File: config.mk
export PLATFORM = sky130hd
export DESIGN_NAME = arith_engine_top
export DESIGN_NICKNAME = d
export VERILOG_FILES = /design/src/verilog/engine_pkg.sv /design/src/verilog/arith_engine_top.sv /design/src/verilog/arith_unit.sv /design/src/verilog/issue_ctrl.sv /design/src/verilog/slice_timer.sv /design/src/verilog/thread_regfile.sv
export VERILOG_INCLUDE_DIRS = /design/src /design/src/verilog
export SDC_FILE = /design/constraint.sdc
export NUM_CORES = 2
export LEC_CHECK = 0
export CAP_MARGIN = 15
export CORE_MARGIN = 1
export CORE_UTILIZATION = 56
export DETAILED_ROUTE_END_ITERATION = 10
export DONT_BUFFER_PORTS = 1
export PLACE_DENSITY = 0.71
export SLEW_MARGIN = 20
export SYNTH_ARGS = -nofsm -noshare
export SYNTH_HDL_FRONTEND = slang
export SYNTH_SLANG_ARGS = --single-unit
export TNS_END_PERCENT = 5
File: constraint.sdc
create_clock -name CLK -period 24.7 [get_ports CLK]
set_clock_uncertainty 0.15 [all_clocks]
set_input_delay 2.47 -clock CLK [delete_from_list [all_inputs] [get_ports CLK]]
set_output_delay 2.47 -clock CLK [all_outputs]
set_load 0.005 [all_outputs]
File: src/verilog/engine_macros.svh
// Engine sizing constants and arithmetic opcode values
`ifndef ENGINE_MACROS_SVH
`define ENGINE_MACROS_SVH

// Register file and datapath sizing
`define ENG_NUM_REGS 8
`define ENG_SEL_W    3
`define ENG_DATA_W   32
`define ENG_IMM_W    28

// Register-register forms
`define OP_OR   5'h00
`define OP_XOR  5'h01
`define OP_CMP  5'h02
`define OP_ADD  5'h03
`define OP_SUB  5'h04
`define OP_AND  5'h05

// Small immediate forms, rb_sel holds the value minus one
`define OP_BSET 5'h08
`define OP_BCLR 5'h09
`define OP_SUBI 5'h0A
`define OP_ADDI 5'h0B
`define OP_SHL  5'h0C
`define OP_SHR  5'h0D
`define OP_ASR  5'h0E
`define OP_SEXT 5'h0F

`endif

File: src/verilog/engine_pkg.sv
// Command, operation, response and flag types of the arithmetic engine
`default_nettype none
`include "engine_macros.svh"

package engine_pkg;

  // Host command kinds
  typedef enum logic [1:0] {
    CMD_LOAD_REG,
    CMD_LOAD_IMM,
    CMD_EXEC,
    CMD_READ_REG
  } cmd_kind_e;

  // 15-bit arithmetic operation word
  typedef struct packed {
    // Operand b from upper immediate hold
    logic                  imm_sel;
    // Top bit is immediate bit 3 when imm_sel is set
    logic [4:0]            opcode;
    logic [`ENG_SEL_W-1:0] ra_sel;
    // Also immediate bits 2..0 or small immediate minus one
    logic [`ENG_SEL_W-1:0] rb_sel;
    logic [`ENG_SEL_W-1:0] rc_sel;
  } au_op_t;

  typedef struct packed {
    cmd_kind_e              kind;
    logic                   thread;
    au_op_t                 op;
    logic [`ENG_SEL_W-1:0]  reg_sel;
    logic [`ENG_DATA_W-1:0] data;
  } host_cmd_t;

  typedef struct packed {
    logic zero;
    logic neg;
    logic sovfl;
    logic uovfl;
  } au_flags_t;

  typedef struct packed {
    logic [`ENG_DATA_W-1:0] data;
    au_flags_t              flags;
  } host_resp_t;

  // Register file write bundle
  typedef struct packed {
    logic                   en;
    logic                   thread;
    logic [`ENG_SEL_W-1:0]  sel;
    logic [`ENG_DATA_W-1:0] data;
  } rf_wr_t;

endpackage

`default_nettype wire

File: src/verilog/arith_engine_top.sv
// Two-thread register arithmetic engine with a four-phase host port
`timescale 1ns/1ns
`default_nettype none
`include "engine_macros.svh"

module arith_engine_top (
  input  wire                        CLK,
  input  wire                        RST,
  input  wire                        req,
  input  wire engine_pkg::host_cmd_t cmd,
  output logic                       ack,
  output engine_pkg::host_resp_t     resp,
  output logic [15:0]                retired_0,
  output logic [15:0]                retired_1
);

  import engine_pkg::*;

  logic                   slice;
  logic                   retire;
  logic                   op_vld;
  au_op_t                 op;
  logic                   imm_vld;
  logic [`ENG_IMM_W-1:0]  imm;
  logic [`ENG_SEL_W-1:0]  ra_sel;
  logic [`ENG_SEL_W-1:0]  rb_sel;
  logic [`ENG_DATA_W-1:0] ra;
  logic [`ENG_DATA_W-1:0] rb;
  logic [`ENG_SEL_W-1:0]  rd_sel;
  logic [`ENG_DATA_W-1:0] rd_data;
  au_flags_t              flags;
  rf_wr_t                 au_wr;
  rf_wr_t                 load_wr;
  rf_wr_t                 rf_wr;

  // Loads never overlap an operation in flight
  assign rf_wr = au_wr.en ? au_wr : load_wr;

  slice_timer timer_i (
    .CLK       (CLK),
    .RST       (RST),
    .retire    (retire),
    .slice     (slice),
    .retired_0 (retired_0),
    .retired_1 (retired_1)
  );

  thread_regfile regfile_i (
    .CLK     (CLK),
    .RST     (RST),
    .slice   (slice),
    .ra_sel  (ra_sel),
    .rb_sel  (rb_sel),
    .ra      (ra),
    .rb      (rb),
    .wr      (rf_wr),
    .rd_sel  (rd_sel),
    .rd_data (rd_data)
  );

  arith_unit au_i (
    .CLK     (CLK),
    .RST     (RST),
    .slice   (slice),
    .op_vld  (op_vld),
    .op      (op),
    .imm_vld (imm_vld),
    .imm     (imm),
    .ra_sel  (ra_sel),
    .rb_sel  (rb_sel),
    .ra      (ra),
    .rb      (rb),
    .wr      (au_wr),
    .flags   (flags)
  );

  issue_ctrl ctrl_i (
    .CLK     (CLK),
    .RST     (RST),
    .req     (req),
    .cmd     (cmd),
    .ack     (ack),
    .resp    (resp),
    .slice   (slice),
    .op_vld  (op_vld),
    .op      (op),
    .imm_vld (imm_vld),
    .imm     (imm),
    .load_wr (load_wr),
    .rd_sel  (rd_sel),
    .rd_data (rd_data),
    .au_wr   (au_wr),
    .flags   (flags),
    .retire  (retire)
  );

endmodule

`default_nettype wire

File: src/verilog/arith_unit.sv
// Arithmetic unit with operand stage, result mux and per-thread flags and immediate holds
`timescale 1ns/1ns
`default_nettype none
`include "engine_macros.svh"

module arith_unit (
  input  wire                        CLK,
  input  wire                        RST,
  input  wire                        slice,
  input  wire                        op_vld,
  input  wire engine_pkg::au_op_t    op,
  input  wire                        imm_vld,
  input  wire [`ENG_IMM_W-1:0]       imm,
  output logic [`ENG_SEL_W-1:0]      ra_sel,
  output logic [`ENG_SEL_W-1:0]      rb_sel,
  input  wire [`ENG_DATA_W-1:0]      ra,
  input  wire [`ENG_DATA_W-1:0]      rb,
  output engine_pkg::rf_wr_t         wr,
  output engine_pkg::au_flags_t      flags
);

  import engine_pkg::*;

  logic [1:0][`ENG_IMM_W-1:0] imm_hold;
  logic [`ENG_DATA_W-1:0]     imm_word;
  logic [4:0]                 op_mux;

  // Operand stage
  logic [`ENG_DATA_W-1:0] reg_a;
  logic [`ENG_DATA_W-1:0] reg_b;
  logic [3:0]             small_imm;
  logic [4:0]             op_d1;
  logic [`ENG_SEL_W-1:0]  rc_d1;
  logic                   thread_d1;
  logic                   res_vld;

  // Result path
  logic [`ENG_DATA_W:0]   add_value;
  logic [`ENG_DATA_W:0]   add_sub;
  logic [`ENG_DATA_W:0]   add_result;
  logic [`ENG_DATA_W-1:0] bit_mask;
  logic [`ENG_DATA_W-1:0] result;
  au_flags_t              res_flags;
  au_flags_t [1:0]        flag_q;

  // Upper immediate holds, written on the owning thread's slice
  always_ff @(posedge CLK or posedge RST)
  begin
    if (RST)
      imm_hold <= '0;
    else if (imm_vld)
      imm_hold[slice] <= imm;
  end

  // Decode
  // Immediate word is hold bits, then opcode top bit, then rb_sel
  assign imm_word = {imm_hold[slice], op.opcode[4], op.rb_sel};
  assign op_mux   = op.opcode & (op.imm_sel ? 5'h0F : 5'h1F);
  assign ra_sel   = op.ra_sel;
  assign rb_sel   = op.rb_sel;

  // Operands captured at issue
  always_ff @(posedge CLK)
  begin
    if (op_vld)
    begin
      reg_a     <= ra;
      reg_b     <= op.imm_sel ? imm_word : rb;
      small_imm <= {1'b0, op.rb_sel} + 4'd1;
      op_d1     <= op_mux;
      rc_d1     <= op.rc_sel;
      thread_d1 <= slice;
    end
  end

  // Result valid one cycle after issue
  always_ff @(posedge CLK or posedge RST)
  begin
    if (RST)
      res_vld <= 1'b0;
    else
      res_vld <= op_vld;
  end

  always_comb
  begin
    // Small forms add 1..8, others sign-extend b to 33 bits
    add_value  = op_d1[3] ? {{(`ENG_DATA_W - 3){1'b0}}, small_imm} : {reg_b[31], reg_b};
    // Opcode bit 0 clear means subtract
    add_sub    = op_d1[0] ? add_value : (~add_value + 33'd1);
    add_result = {reg_a[31], reg_a} + add_sub;
    bit_mask   = 32'd1 << (small_imm - 4'd1);

    case (op_d1)
      `OP_OR:   result = reg_a | reg_b;
      `OP_XOR:  result = reg_a ^ reg_b;
      `OP_CMP:  result = add_result[31:0];
      `OP_ADD:  result = add_result[31:0];
      `OP_SUB:  result = add_result[31:0];
      `OP_AND:  result = reg_a & reg_b;
      `OP_BSET: result = reg_a | bit_mask;
      `OP_BCLR: result = reg_a & ~bit_mask;
      `OP_SUBI: result = add_result[31:0];
      `OP_ADDI: result = add_result[31:0];
      `OP_SHL:  result = reg_a << small_imm;
      `OP_SHR:  result = reg_a >> small_imm;
      `OP_ASR:  result = $signed(reg_a) >>> small_imm;
      // Extend from bit 7, 15 or 23, else pass through
      `OP_SEXT:
        case (small_imm)
          4'd1:    result = {{24{reg_a[7]}}, reg_a[7:0]};
          4'd2:    result = {{16{reg_a[15]}}, reg_a[15:0]};
          4'd3:    result = {{8{reg_a[23]}}, reg_a[23:0]};
          default: result = reg_a;
        endcase
      default:  result = '0;
    endcase
  end

  // Flags from this result
  assign res_flags.zero  = (result == '0);
  assign res_flags.neg   = result[31];
  assign res_flags.sovfl = add_result[32] ^ add_result[31];
  // Carry out of the unsigned add or borrow on subtract
  assign res_flags.uovfl = (reg_a[31] && !add_sub[32] && !add_result[32]) ||
                           (!reg_a[31] && add_sub[32] && add_result[31]);

  // Flags kept per issuing thread
  always_ff @(posedge CLK or posedge RST)
  begin
    if (RST)
      flag_q <= '0;
    else if (res_vld)
      flag_q[thread_d1] <= res_flags;
  end

  assign flags = flag_q[slice];

  // Compare computes but never writes back
  assign wr = '{en:     res_vld && (op_d1 != `OP_CMP),
                thread: thread_d1,
                sel:    rc_d1,
                data:   result};

  // One operation per slice pair, never on adjacent cycles
  a_no_back_to_back: assert property (
    @(posedge CLK) disable iff (RST)
    op_vld |=> !op_vld
  );

  a_defined_op: assert property (
    @(posedge CLK) disable iff (RST)
    op_vld |-> (op_mux inside {[`OP_OR:`OP_AND], [`OP_BSET:`OP_SEXT]})
  );

endmodule

`default_nettype wire

File: src/verilog/issue_ctrl.sv
// Issue controller FSM that runs host commands against the owning thread's slice
`timescale 1ns/1ns
`default_nettype none
`include "engine_macros.svh"

module issue_ctrl (
  input  wire                         CLK,
  input  wire                         RST,
  input  wire                         req,
  input  wire engine_pkg::host_cmd_t  cmd,
  output logic                        ack,
  output engine_pkg::host_resp_t      resp,
  input  wire                         slice,
  output logic                        op_vld,
  output engine_pkg::au_op_t          op,
  output logic                        imm_vld,
  output logic [`ENG_IMM_W-1:0]       imm,
  output engine_pkg::rf_wr_t          load_wr,
  output logic [`ENG_SEL_W-1:0]       rd_sel,
  input  wire [`ENG_DATA_W-1:0]       rd_data,
  input  wire engine_pkg::rf_wr_t     au_wr,
  input  wire engine_pkg::au_flags_t  flags,
  output logic                        retire
);

  import engine_pkg::*;

  typedef enum logic [2:0] {IDLE, WAIT_SLICE, EXEC, RESULT, ACK, RELEASE} state_e;

  state_e                 state;
  host_cmd_t              cmd_q;
  logic [`ENG_DATA_W-1:0] data_q;
  au_flags_t              flags_q;
  logic                   load_en_q;
  logic                   slice_hit;

  // First cycle owned by the command's thread
  assign slice_hit = (state == WAIT_SLICE) && (slice == cmd_q.thread);

  always_ff @(posedge CLK or posedge RST)
  begin
    if (RST)
      state <= IDLE;
    else
    begin
      case (state)
        IDLE:
          if (req)
            state <= WAIT_SLICE;
        WAIT_SLICE:
          if (slice_hit)
          begin
            if (cmd_q.kind == CMD_EXEC)
              state <= EXEC;
            else
              state <= ACK;
          end
        // Write-back cycle, other thread's slice
        EXEC:
          state <= RESULT;
        // Back on the issuing slice, ack goes up here
        RESULT:
          if (req)
            state <= ACK;
          else
            state <= RELEASE;
        ACK:
          if (!req)
            state <= RELEASE;
        RELEASE:
          state <= IDLE;
        default:
          state <= IDLE;
      endcase
    end
  end

  // Command and response payload
  always_ff @(posedge CLK)
  begin
    if ((state == IDLE) && req)
      cmd_q <= cmd;
    if (slice_hit)
    begin
      flags_q <= flags;
      data_q  <= (cmd_q.kind == CMD_READ_REG) ? rd_data : cmd_q.data;
    end
    // Result held from write-back, even for compare
    if (state == EXEC)
      data_q <= au_wr.data;
    if (state == RESULT)
      flags_q <= flags;
  end

  // Host load lands in the cycle after the slice hit
  always_ff @(posedge CLK or posedge RST)
  begin
    if (RST)
      load_en_q <= 1'b0;
    else
      load_en_q <= slice_hit && (cmd_q.kind == CMD_LOAD_REG);
  end

  assign op_vld  = slice_hit && (cmd_q.kind == CMD_EXEC);
  assign op      = cmd_q.op;
  assign imm_vld = slice_hit && (cmd_q.kind == CMD_LOAD_IMM);
  // Upper immediate sits in the top bits of the data word
  assign imm     = cmd_q.data[`ENG_DATA_W-1:`ENG_DATA_W-`ENG_IMM_W];
  assign rd_sel  = cmd_q.reg_sel;

  assign load_wr = '{en:     load_en_q,
                     thread: cmd_q.thread,
                     sel:    cmd_q.reg_sel,
                     data:   cmd_q.data};

  assign retire = (state == RESULT);
  assign ack    = (state == RESULT) || (state == ACK);
  // Live flags while they are being sampled
  assign resp   = '{data:  data_q,
                    flags: (state == RESULT) ? flags : flags_q};

  // Ack only answers a request that was held
  a_ack_needs_req: assert property (
    @(posedge CLK) disable iff (RST)
    $rose(ack) |-> $past(req)
  );

endmodule

`default_nettype wire

File: src/verilog/slice_timer.sv
// Slice alternator with per-thread retired operation counters
`timescale 1ns/1ns
`default_nettype none

module slice_timer (
  input  wire         CLK,
  input  wire         RST,
  input  wire         retire,
  output logic        slice,
  output logic [15:0] retired_0,
  output logic [15:0] retired_1
);

  // Thread ownership flips every cycle
  always_ff @(posedge CLK or posedge RST)
  begin
    if (RST)
      slice <= 1'b0;
    else
      slice <= ~slice;
  end

  // Retire pulse counts for the thread owning this cycle
  always_ff @(posedge CLK or posedge RST)
  begin
    if (RST)
    begin
      retired_0 <= 16'd0;
      retired_1 <= 16'd0;
    end
    else if (retire)
    begin
      if (slice)
        retired_1 <= retired_1 + 16'd1;
      else
        retired_0 <= retired_0 + 16'd1;
    end
  end

endmodule

`default_nettype wire

File: src/verilog/thread_regfile.sv
// Two-bank thread register file with two operand ports, a host read port and one write port
`timescale 1ns/1ns
`default_nettype none
`include "engine_macros.svh"

module thread_regfile (
  input  wire                     CLK,
  input  wire                     RST,
  input  wire                     slice,
  input  wire [`ENG_SEL_W-1:0]    ra_sel,
  input  wire [`ENG_SEL_W-1:0]    rb_sel,
  output logic [`ENG_DATA_W-1:0]  ra,
  output logic [`ENG_DATA_W-1:0]  rb,
  input  wire engine_pkg::rf_wr_t wr,
  input  wire [`ENG_SEL_W-1:0]    rd_sel,
  output logic [`ENG_DATA_W-1:0]  rd_data
);

  // One bank per thread
  logic [`ENG_DATA_W-1:0] bank [2][`ENG_NUM_REGS];

  // Write bank is named by the bundle, not by the slice
  always_ff @(posedge CLK or posedge RST)
  begin
    if (RST)
    begin
      for (int t = 0; t < 2; t++)
        for (int r = 0; r < `ENG_NUM_REGS; r++)
          bank[t][r] <= '0;
    end
    else if (wr.en)
      bank[wr.thread][wr.sel] <= wr.data;
  end

  // All reads come from the bank of the owning thread
  assign ra      = bank[slice][ra_sel];
  assign rb      = bank[slice][rb_sel];
  assign rd_data = bank[slice][rd_sel];

  // Write-back lands one cycle after issue and host loads are registered,
  // so a write never hits the bank being read this cycle
  a_wr_other_bank: assert property (
    @(posedge CLK) disable iff (RST)
    wr.en |-> (wr.thread != slice)
  );

endmodule

`default_nettype wire
## Word level (Yosys, flattened, before mapping)

Index checks and enable logic that the tools add are counted.

- Logic and storage cells: 193
- Output and inout bits: 69
- Input bits: 56
- Register bits: 780

- Bitwise logic cells: 16
- $lt $le $gt $ge: 12
- Muxes and demuxes: 46
- Eq/ne operators: 28
- $add $sub $neg: 6
- Reduce and logical (&&, ||, !) cells: 29
- Shift-type cells: 4

Operators with widths:

| kind | count |
|---|---|
| 2-to-1 mux 256 bit | 4 |
| bitwise mux 512 bit | 1 |
| 2-to-1 mux 32 bit | 11 |
| one-hot mux 32 bit (10 select lines) | 1 |
| binary-select mux 32 bit (select 3 bit) | 3 |
| demux 256 bit (select 1 bit) | 1 |
| demux 32 bit (select 3 bit) | 1 |
| one-hot mux 32 bit (3 select lines) | 1 |
| 2-to-1 mux 28 bit | 3 |
| 2-to-1 mux 33 bit | 2 |
| bitwise AND 32 bit | 2 |
| bitwise OR 32 bit | 2 |
| bitwise mux 56 bit | 1 |
| == test 5 x 4 -> 1 bit (second input constant) | 8 |
| 2-to-1 mux 37 bit | 1 |
| adder 33 x 1 -> 33 bit (second input constant) | 1 |
| adder 33 bit | 1 |
| NOT 33 bit | 1 |
| adder 16 x 1 -> 16 bit (second input constant) | 2 |
| zero test 32 bit | 1 |
| NOT 32 bit | 1 |
| << shifter 1 x 4 -> 32 bit (first input constant) | 1 |
| << shifter 32 x 4 -> 32 bit | 1 |
| >> shifter 32 x 4 -> 32 bit | 1 |
| other kinds (47) | 89 |

## Logic depth before layout (Yosys ltp)

- Depth in word-level cells: 15
- Depth in mapped cells: 29
- Gate-level depth less buffers: 21

## Modules after synthesis

From an unflattened synthesis, not the netlist that was laid out.

- Cells, all modules: 4183
- Area total of the unflattened synthesis: 51765.9 µm²

Modules (own cells, without submodules):

| module | area an instance (µm²) | times used | cells each |
|---|---|---|---|
| thread_regfile | 30396.7 | 1 | 1945 |
| arith_unit | 14984.4 | 1 | 1760 |
| issue_ctrl | 4322.9 | 1 | 315 |
| slice_timer | 1470.2 | 1 | 122 |
| arith_engine_top | 591.8 | 1 | 41 |

## Worst setup path after synthesis

No wires, ideal clock.

- Kind: reg2reg
- Start: register timer_i.slice
- End: register au_i.res_vld
- Data arrival time: 6223 ps
- Setup slack: 17659 ps
- Path buffers: 1
- Stages on the path, launching flop included: 5
- Required time: 23882 ps
- Path through: dfrtp_1 buf_2 xnor2_1 nand4b_1 nor3_1

- Cells in the longest elaborated chain, start to end: 3

Ends and longest elaborated chain:

| item | RTL line | text |
|---|---|---|
| start, declared | slice_timer.sv:9 | `output logic slice,` |
| start signal, assigned | slice_timer.sv:20 | `slice <= ~slice;` |
| == test 1 bit | issue_ctrl.sv:38 | `assign slice_hit = (state == WAIT_SLICE) && (slice == cmd_q.thread);` |
| logical AND 1 bit | issue_ctrl.sv:38 |  |
| logical AND 1 bit | issue_ctrl.sv:104 | `assign op_vld = slice_hit && (cmd_q.kind == CMD_EXEC);` |
| net au_i.op_vld | arith_unit.sv:10 | `input wire op_vld,` |
| end signal, assigned | arith_unit.sv:82 | `res_vld <= op_vld;` |
| end, declared | arith_unit.sv:35 | `logic res_vld;` |

The timed path passes the listed nets, and every way through them passes these cells.
A chain may end at the register's enable or synchronous reset.

## Final worst setup path

- Start: register au_i.op_d1[3]
- End: register regfile_i.bank[127] in the netlist's numbering

- Cells in the longest elaborated chain, start to end: 11

Ends and longest elaborated chain:

| item | RTL line | text |
|---|---|---|
| start, declared | arith_unit.sv:32 | `logic [4:0] op_d1;` |
| start signal, assigned | arith_unit.sv:70 | `op_d1 <= op_mux;` |
| branches (longest 2 deep; another with adder 33 x 1 -> 33 bit) | n/a |  |
| 2-to-1 mux 37 bit * | arith_engine_top.sv:37 | `assign rf_wr = au_wr.en ? au_wr : load_wr;` |
| NOT 3 -> 4 bit (not written as such) | thread_regfile.sv:32 | `bank[wr.thread][wr.sel] <= wr.data;` |
| >= comparator 4 bit (not written as such) or less-than comparator 4 x 1 -> 1 bit (tied branches) | thread_regfile.sv:32 |  |
| logical AND 1 bit (not written as such) | thread_regfile.sv:32 |  |
| 2-to-1 mux 32 bit (not written as such) | thread_regfile.sv:32 |  |
| demux 32 bit (select 3 bit) | thread_regfile.sv:32 |  |
| 2-to-1 mux 256 bit (not written as such) | thread_regfile.sv:32 |  |
| demux 256 bit (select 1 bit) | thread_regfile.sv:32 |  |
| bitwise mux 512 bit | thread_regfile.sv:32 |  |
| end signal, assigned by index | thread_regfile.sv:32 |  |
| end, declared | thread_regfile.sv:20 | `` logic [`ENG_DATA_W-1:0] bank [2][`ENG_NUM_REGS]; `` |

Mark *: on every way between the ends.

==> results.sh <==
export IMPL_syn_area_per_cell_um2=11.18
export IMPL_hpwl_mm=117.0
export IMPL_overflow=0
export IMPL_synth_adder_area_share_pct=1.248
export IMPL_synth_top_area_cell="dfrtp_1"
export IMPL_p_sw_mw=1.917
export IMPL_wl_mm=175.7
export IMPL_ys_seq_elements=780
export IMPL_grt_pass1_wl_mm=257.7
export IMPL_drive_gt1_share_pct=23.59
export IMPL_hold_class="flip-flop to flip-flop"
export IMPL_cp_required_ns=25.04
export IMPL_dr_max_layer_used="met5"
export IMPL_setup_viol=0
export IMPL_dieArea_um2=90030
export IMPL_tritoncts="yes"
export IMPL_synth_flop_cell="dfrtp_1"
export IMPL_r2r_end="regfile_i.bank[127]$_DFFE_PP0P_"
export IMPL_postCtsSetupBuffers=0
export IMPL_wl_met3_mm=21.75
export IMPL_critPathKind="flip-flop to flip-flop"
export IMPL_post_dp_cell_area_um2=50490
export IMPL_cap_violations=0
export IMPL_wl_met1_mm=68.50
export IMPL_drt_iter0_markers=5414
export IMPL_p_seq_share_pct=41.7
export IMPL_grt_antenna_before_repair=2
export IMPL_cts_root_buf="clkbuf_16"
export IMPL_synthMuxAreaShare_pct=29.36
export IMPL_clockPowerShare_pct=24.3
export IMPL_startpoint_type="flip-flop"
export IMPL_ys_seq_area_share_pct=40.91
export IMPL_synth_distinct_cells=91
export IMPL_globalplace_congestion=1.092
export IMPL_power_mw=5.398
export IMPL_period_share_pct=28.94
export IMPL_htreeDepth=3
export IMPL_r2r_start="au_i.op_d1[3]$_DFFE_PP_"
export IMPL_synth_xor_area_share_pct=1.426
export IMPL_max_freq_mhz=139.9
export IMPL_max_slew_worst_pin_slew_ns=1.235
export IMPL_synth_compound_area_share_pct=12.00
export IMPL_p_sw_share_pct=35.51
export IMPL_reg2reg_depth=22
export IMPL_drv_slew=0
export IMPL_ctsHoldBuffers=0
export IMPL_max_slew_margin_pct=17.69
export IMPL_tns_ns=0
export IMPL_portBuffers=0
export IMPL_ys_top_cells_by_area="dfrtp_1 (31%), mux4_2 (22%), edfxtp_1 (10%)"
export IMPL_dp_cells=5303
export IMPL_fin_cells=5463
export IMPL_wl_per_cell_um=32.15
export IMPL_async_flop_share_pct=78.72
export IMPL_synthSimpleGateAreaFrac_pct=11.40
export IMPL_floorplan_initialDensity_pct=56.90
export IMPL_internal_power_mw=3.481
export IMPL_grt_pass1_vias=37610
export IMPL_ys_warn_count=0
export IMPL_min_delay_start="ctrl_i.op[1]$_DFFE_PP_"
export IMPL_crit_arrival_ns=7.49
export IMPL_synth_top_area_share_pct=30.89
export IMPL_syn_nets=4556
export IMPL_min_period_ns=7.147
export IMPL_critPathCaptureType="flip-flop"
export IMPL_synth_cells=4451
export IMPL_netlist_area_um2=49750
export IMPL_holdPathStages=0
export IMPL_cts_clk_slew_worst_paths_ns=0.06
export IMPL_pwr_density_cell_nw_per_um2=101.0
export IMPL_leakage_nw=21.69
export IMPL_min_to="au_i.rc_d1[1]$_DFFE_PP_"
export IMPL_rsz0062_at_grt="false"
export IMPL_fin_area_um2=53420
export IMPL_dieHeight_um=300.1
export IMPL_viasPerCell=7.215
export IMPL_hold_violations=0
export IMPL_regToRegSetupSlack_ns=17.55
export IMPL_drcViolationCount=0
export IMPL_synth_top_family_by_area="multiplexers"
export IMPL_vdd_drop_max_uv=92.43
export IMPL_antenna_left=0
export IMPL_grt_usage_pct=39.32
export IMPL_grt_max_degree=177
export IMPL_area_growth_syn_to_layout_pct=7.385
export IMPL_vias=39420
export IMPL_cts_resized=0
export IMPL_synth_edf_count=166
export IMPL_clock_sinks=780
export IMPL_cts_made_buffers=85
export IMPL_cts_buffer_depth=3
export IMPL_crit_fanout=61
export IMPL_dr_wl_met2_mm=76.77
export IMPL_rows=108
export IMPL_status="finished, final reports clean"
export IMPL_fp_coreArea_um2=87430
export IMPL_first_pass_iters=6
export IMPL_p_comb_share_pct=34.0
export IMPL_die_w_um=300.1
export IMPL_ioPinCount=125
export IMPL_nets=4341
export IMPL_clk_latency_ns=0.68
-- worst max path at each step --
stage	to	startpoint	slack, ns
after global routing	regfile_i.bank[127]$_DFFE_PP0P_	au_i.op_d1[3]$_DFFE_PP_	17.03
after detailed placement	timer_i.slice$_DFF_PP0_	RST	17.69
after global placement	timer_i.slice$_DFF_PP0_	RST	17.73
final	regfile_i.bank[127]$_DFFE_PP0P_	au_i.op_d1[3]$_DFFE_PP_	17.55
after floorplan	au_i.flag_q[0]$_DFFE_PP0P_	RST	4.89
after CTS	regfile_i.bank[127]$_DFFE_PP0P_	au_i.op_d1[3]$_DFFE_PP_	17.73
-- per-layer routing --
layer	vias up	global-route usage, %
met5	-	0.2646
met3	466	11.90
met2	2529	56.71
li1	16440	-
met4	2	17.03
met1	19980	55.33
-- cell usage in the layout, fill, tap and decap left out, types with 14 or more instances in the layout --
cell type / count
mux2_2: 218
o21a_1: 16
a221o_1: 34
xor2_1: 30
o22ai_1: 26
and2_1: 18
nand2b_1: 23
mux4_2: 489
nor3_1: 71
a31oi_1: 20
o21ai_0: 540
nand3b_1: 14
nor2b_1: 36
inv_1: 31
a21o_1: 19
buf_4: 100
o211ai_1: 23
clkbuf_1: 21
clkbuf_16: 87
o31ai_1: 27
nor2_1: 193
dfrtp_1: 613
ha_1: 48
nand4_1: 29
nand3_1: 62
edfxtp_1: 166
and3_1: 15
a211oi_1: 20
mux2i_1: 101
nand2_2: 18
xnor2_1: 51
clkinv_2: 15
a21oi_1: 114
nand2_1: 730
-- through the flow --
step           hold slack (ns)  util, %  worst slack [ns]
2_1_floorplan           0.2503        -             4.888
3_3_place_gp            0.2702    57.74             17.73
3_5_place_dp            0.2635    57.75             17.69
6_report                0.2818    61.10             17.55
5_1_grt                 0.2923    61.10             17.03
4_1_cts                 0.2905    61.03             17.73
-- critical path, stage by stage, from the launching register on --
cell      delay (ns)
edfxtp_1        0.73
buf_4           0.65
nor2b_1         0.25
o2111a_1        0.27
o21a_1          0.20
a21boi_0        0.19
buf_4           0.18
o21ai_0         0.11
nor3_1          0.16
o21ai_0         0.10
o31ai_1         0.10
a22o_1          0.18
ha_1            0.30
a21oi_1         0.27
o21ai_1         0.18
nor2_1          0.17
a31oi_1         0.29
a311oi_1        0.60
mux2i_1         0.15
a221oi_1        0.71
nand2_1         0.13
o21ai_1         0.58
o21ai_0         0.26
-- area by class of cell --
cell class,count,area [µm²]
diodes,1,2.502
clock buffers,120,2421
clock inverters,38,441.7
fillers,6902,34010
inverters,34,135.1
multi-input cells,3228,27740
flip-flops and latches,780,20350
well taps,1155,1445
repair buffers,107,882.1
-- kinds of logic (layout without fill, tap and decap cells) --
family	Yosys count	after routing
AO/OA/AOI/OAI	992	992
XOR/XNOR	81	81
adder cells (fa/ha/maj)	49	49
buffers and inverters	443	299
flip-flops	780	780
multiplexers	819	819
other	0	1
AND/OR/NAND/NOR	1287	1287
-- sequential cells by signal, summed over array words and instances (netlist names), 2 cells and up --
signal and count:
ctrl_i.imm 28, au_i.reg_a 32, au_i.small_imm 4, au_i.flag_q 8, au_i.imm_hold 56, timer_i.retired_0 16
au_i.op_d1 5, regfile_i.bank 512, ctrl_i.data_q 32, ctrl_i.state 3, au_i.reg_b 32, ctrl_i.load_wr 5
ctrl_i.flags_q 4, au_i.rc_d1 3, ctrl_i.cmd_q 2, ctrl_i.op 15, timer_i.retired_1 16, ctrl_i.rd_sel 3
-- cells in the mapped netlist, drive strengths merged, types with 16 or more instances --
library cell,instances
dfrtp,614
nor2b,37
a211oi,20
a221o,34
edfxtp,166
and3,17
nand2b,23
ha,48
clkbuf,296
xnor2,51
a31oi,20
a21oi,123
mux4,489
nand3,63
a21o,19
o21a,16
nor3,74
o22ai,26
nor2,193
o31ai,27
xor2,30
nand4,29
mux2i,106
inv,34
o21ai,549
mux2,224
buf,113
nand2,748
and2,19
o211ai,23
-- power groups by stage --
stage	sequential, mW	combinational (mW)	clock, mW
floorplan	2.08	1.38	0
global placement	2.21	1.76	0
detailed placement	2.25	1.80	0
CTS	2.23	1.81	1.32
global route	2.31	1.97	1.37
finish	2.25	1.84	1.31
Power figures use the tool's default switching activity.
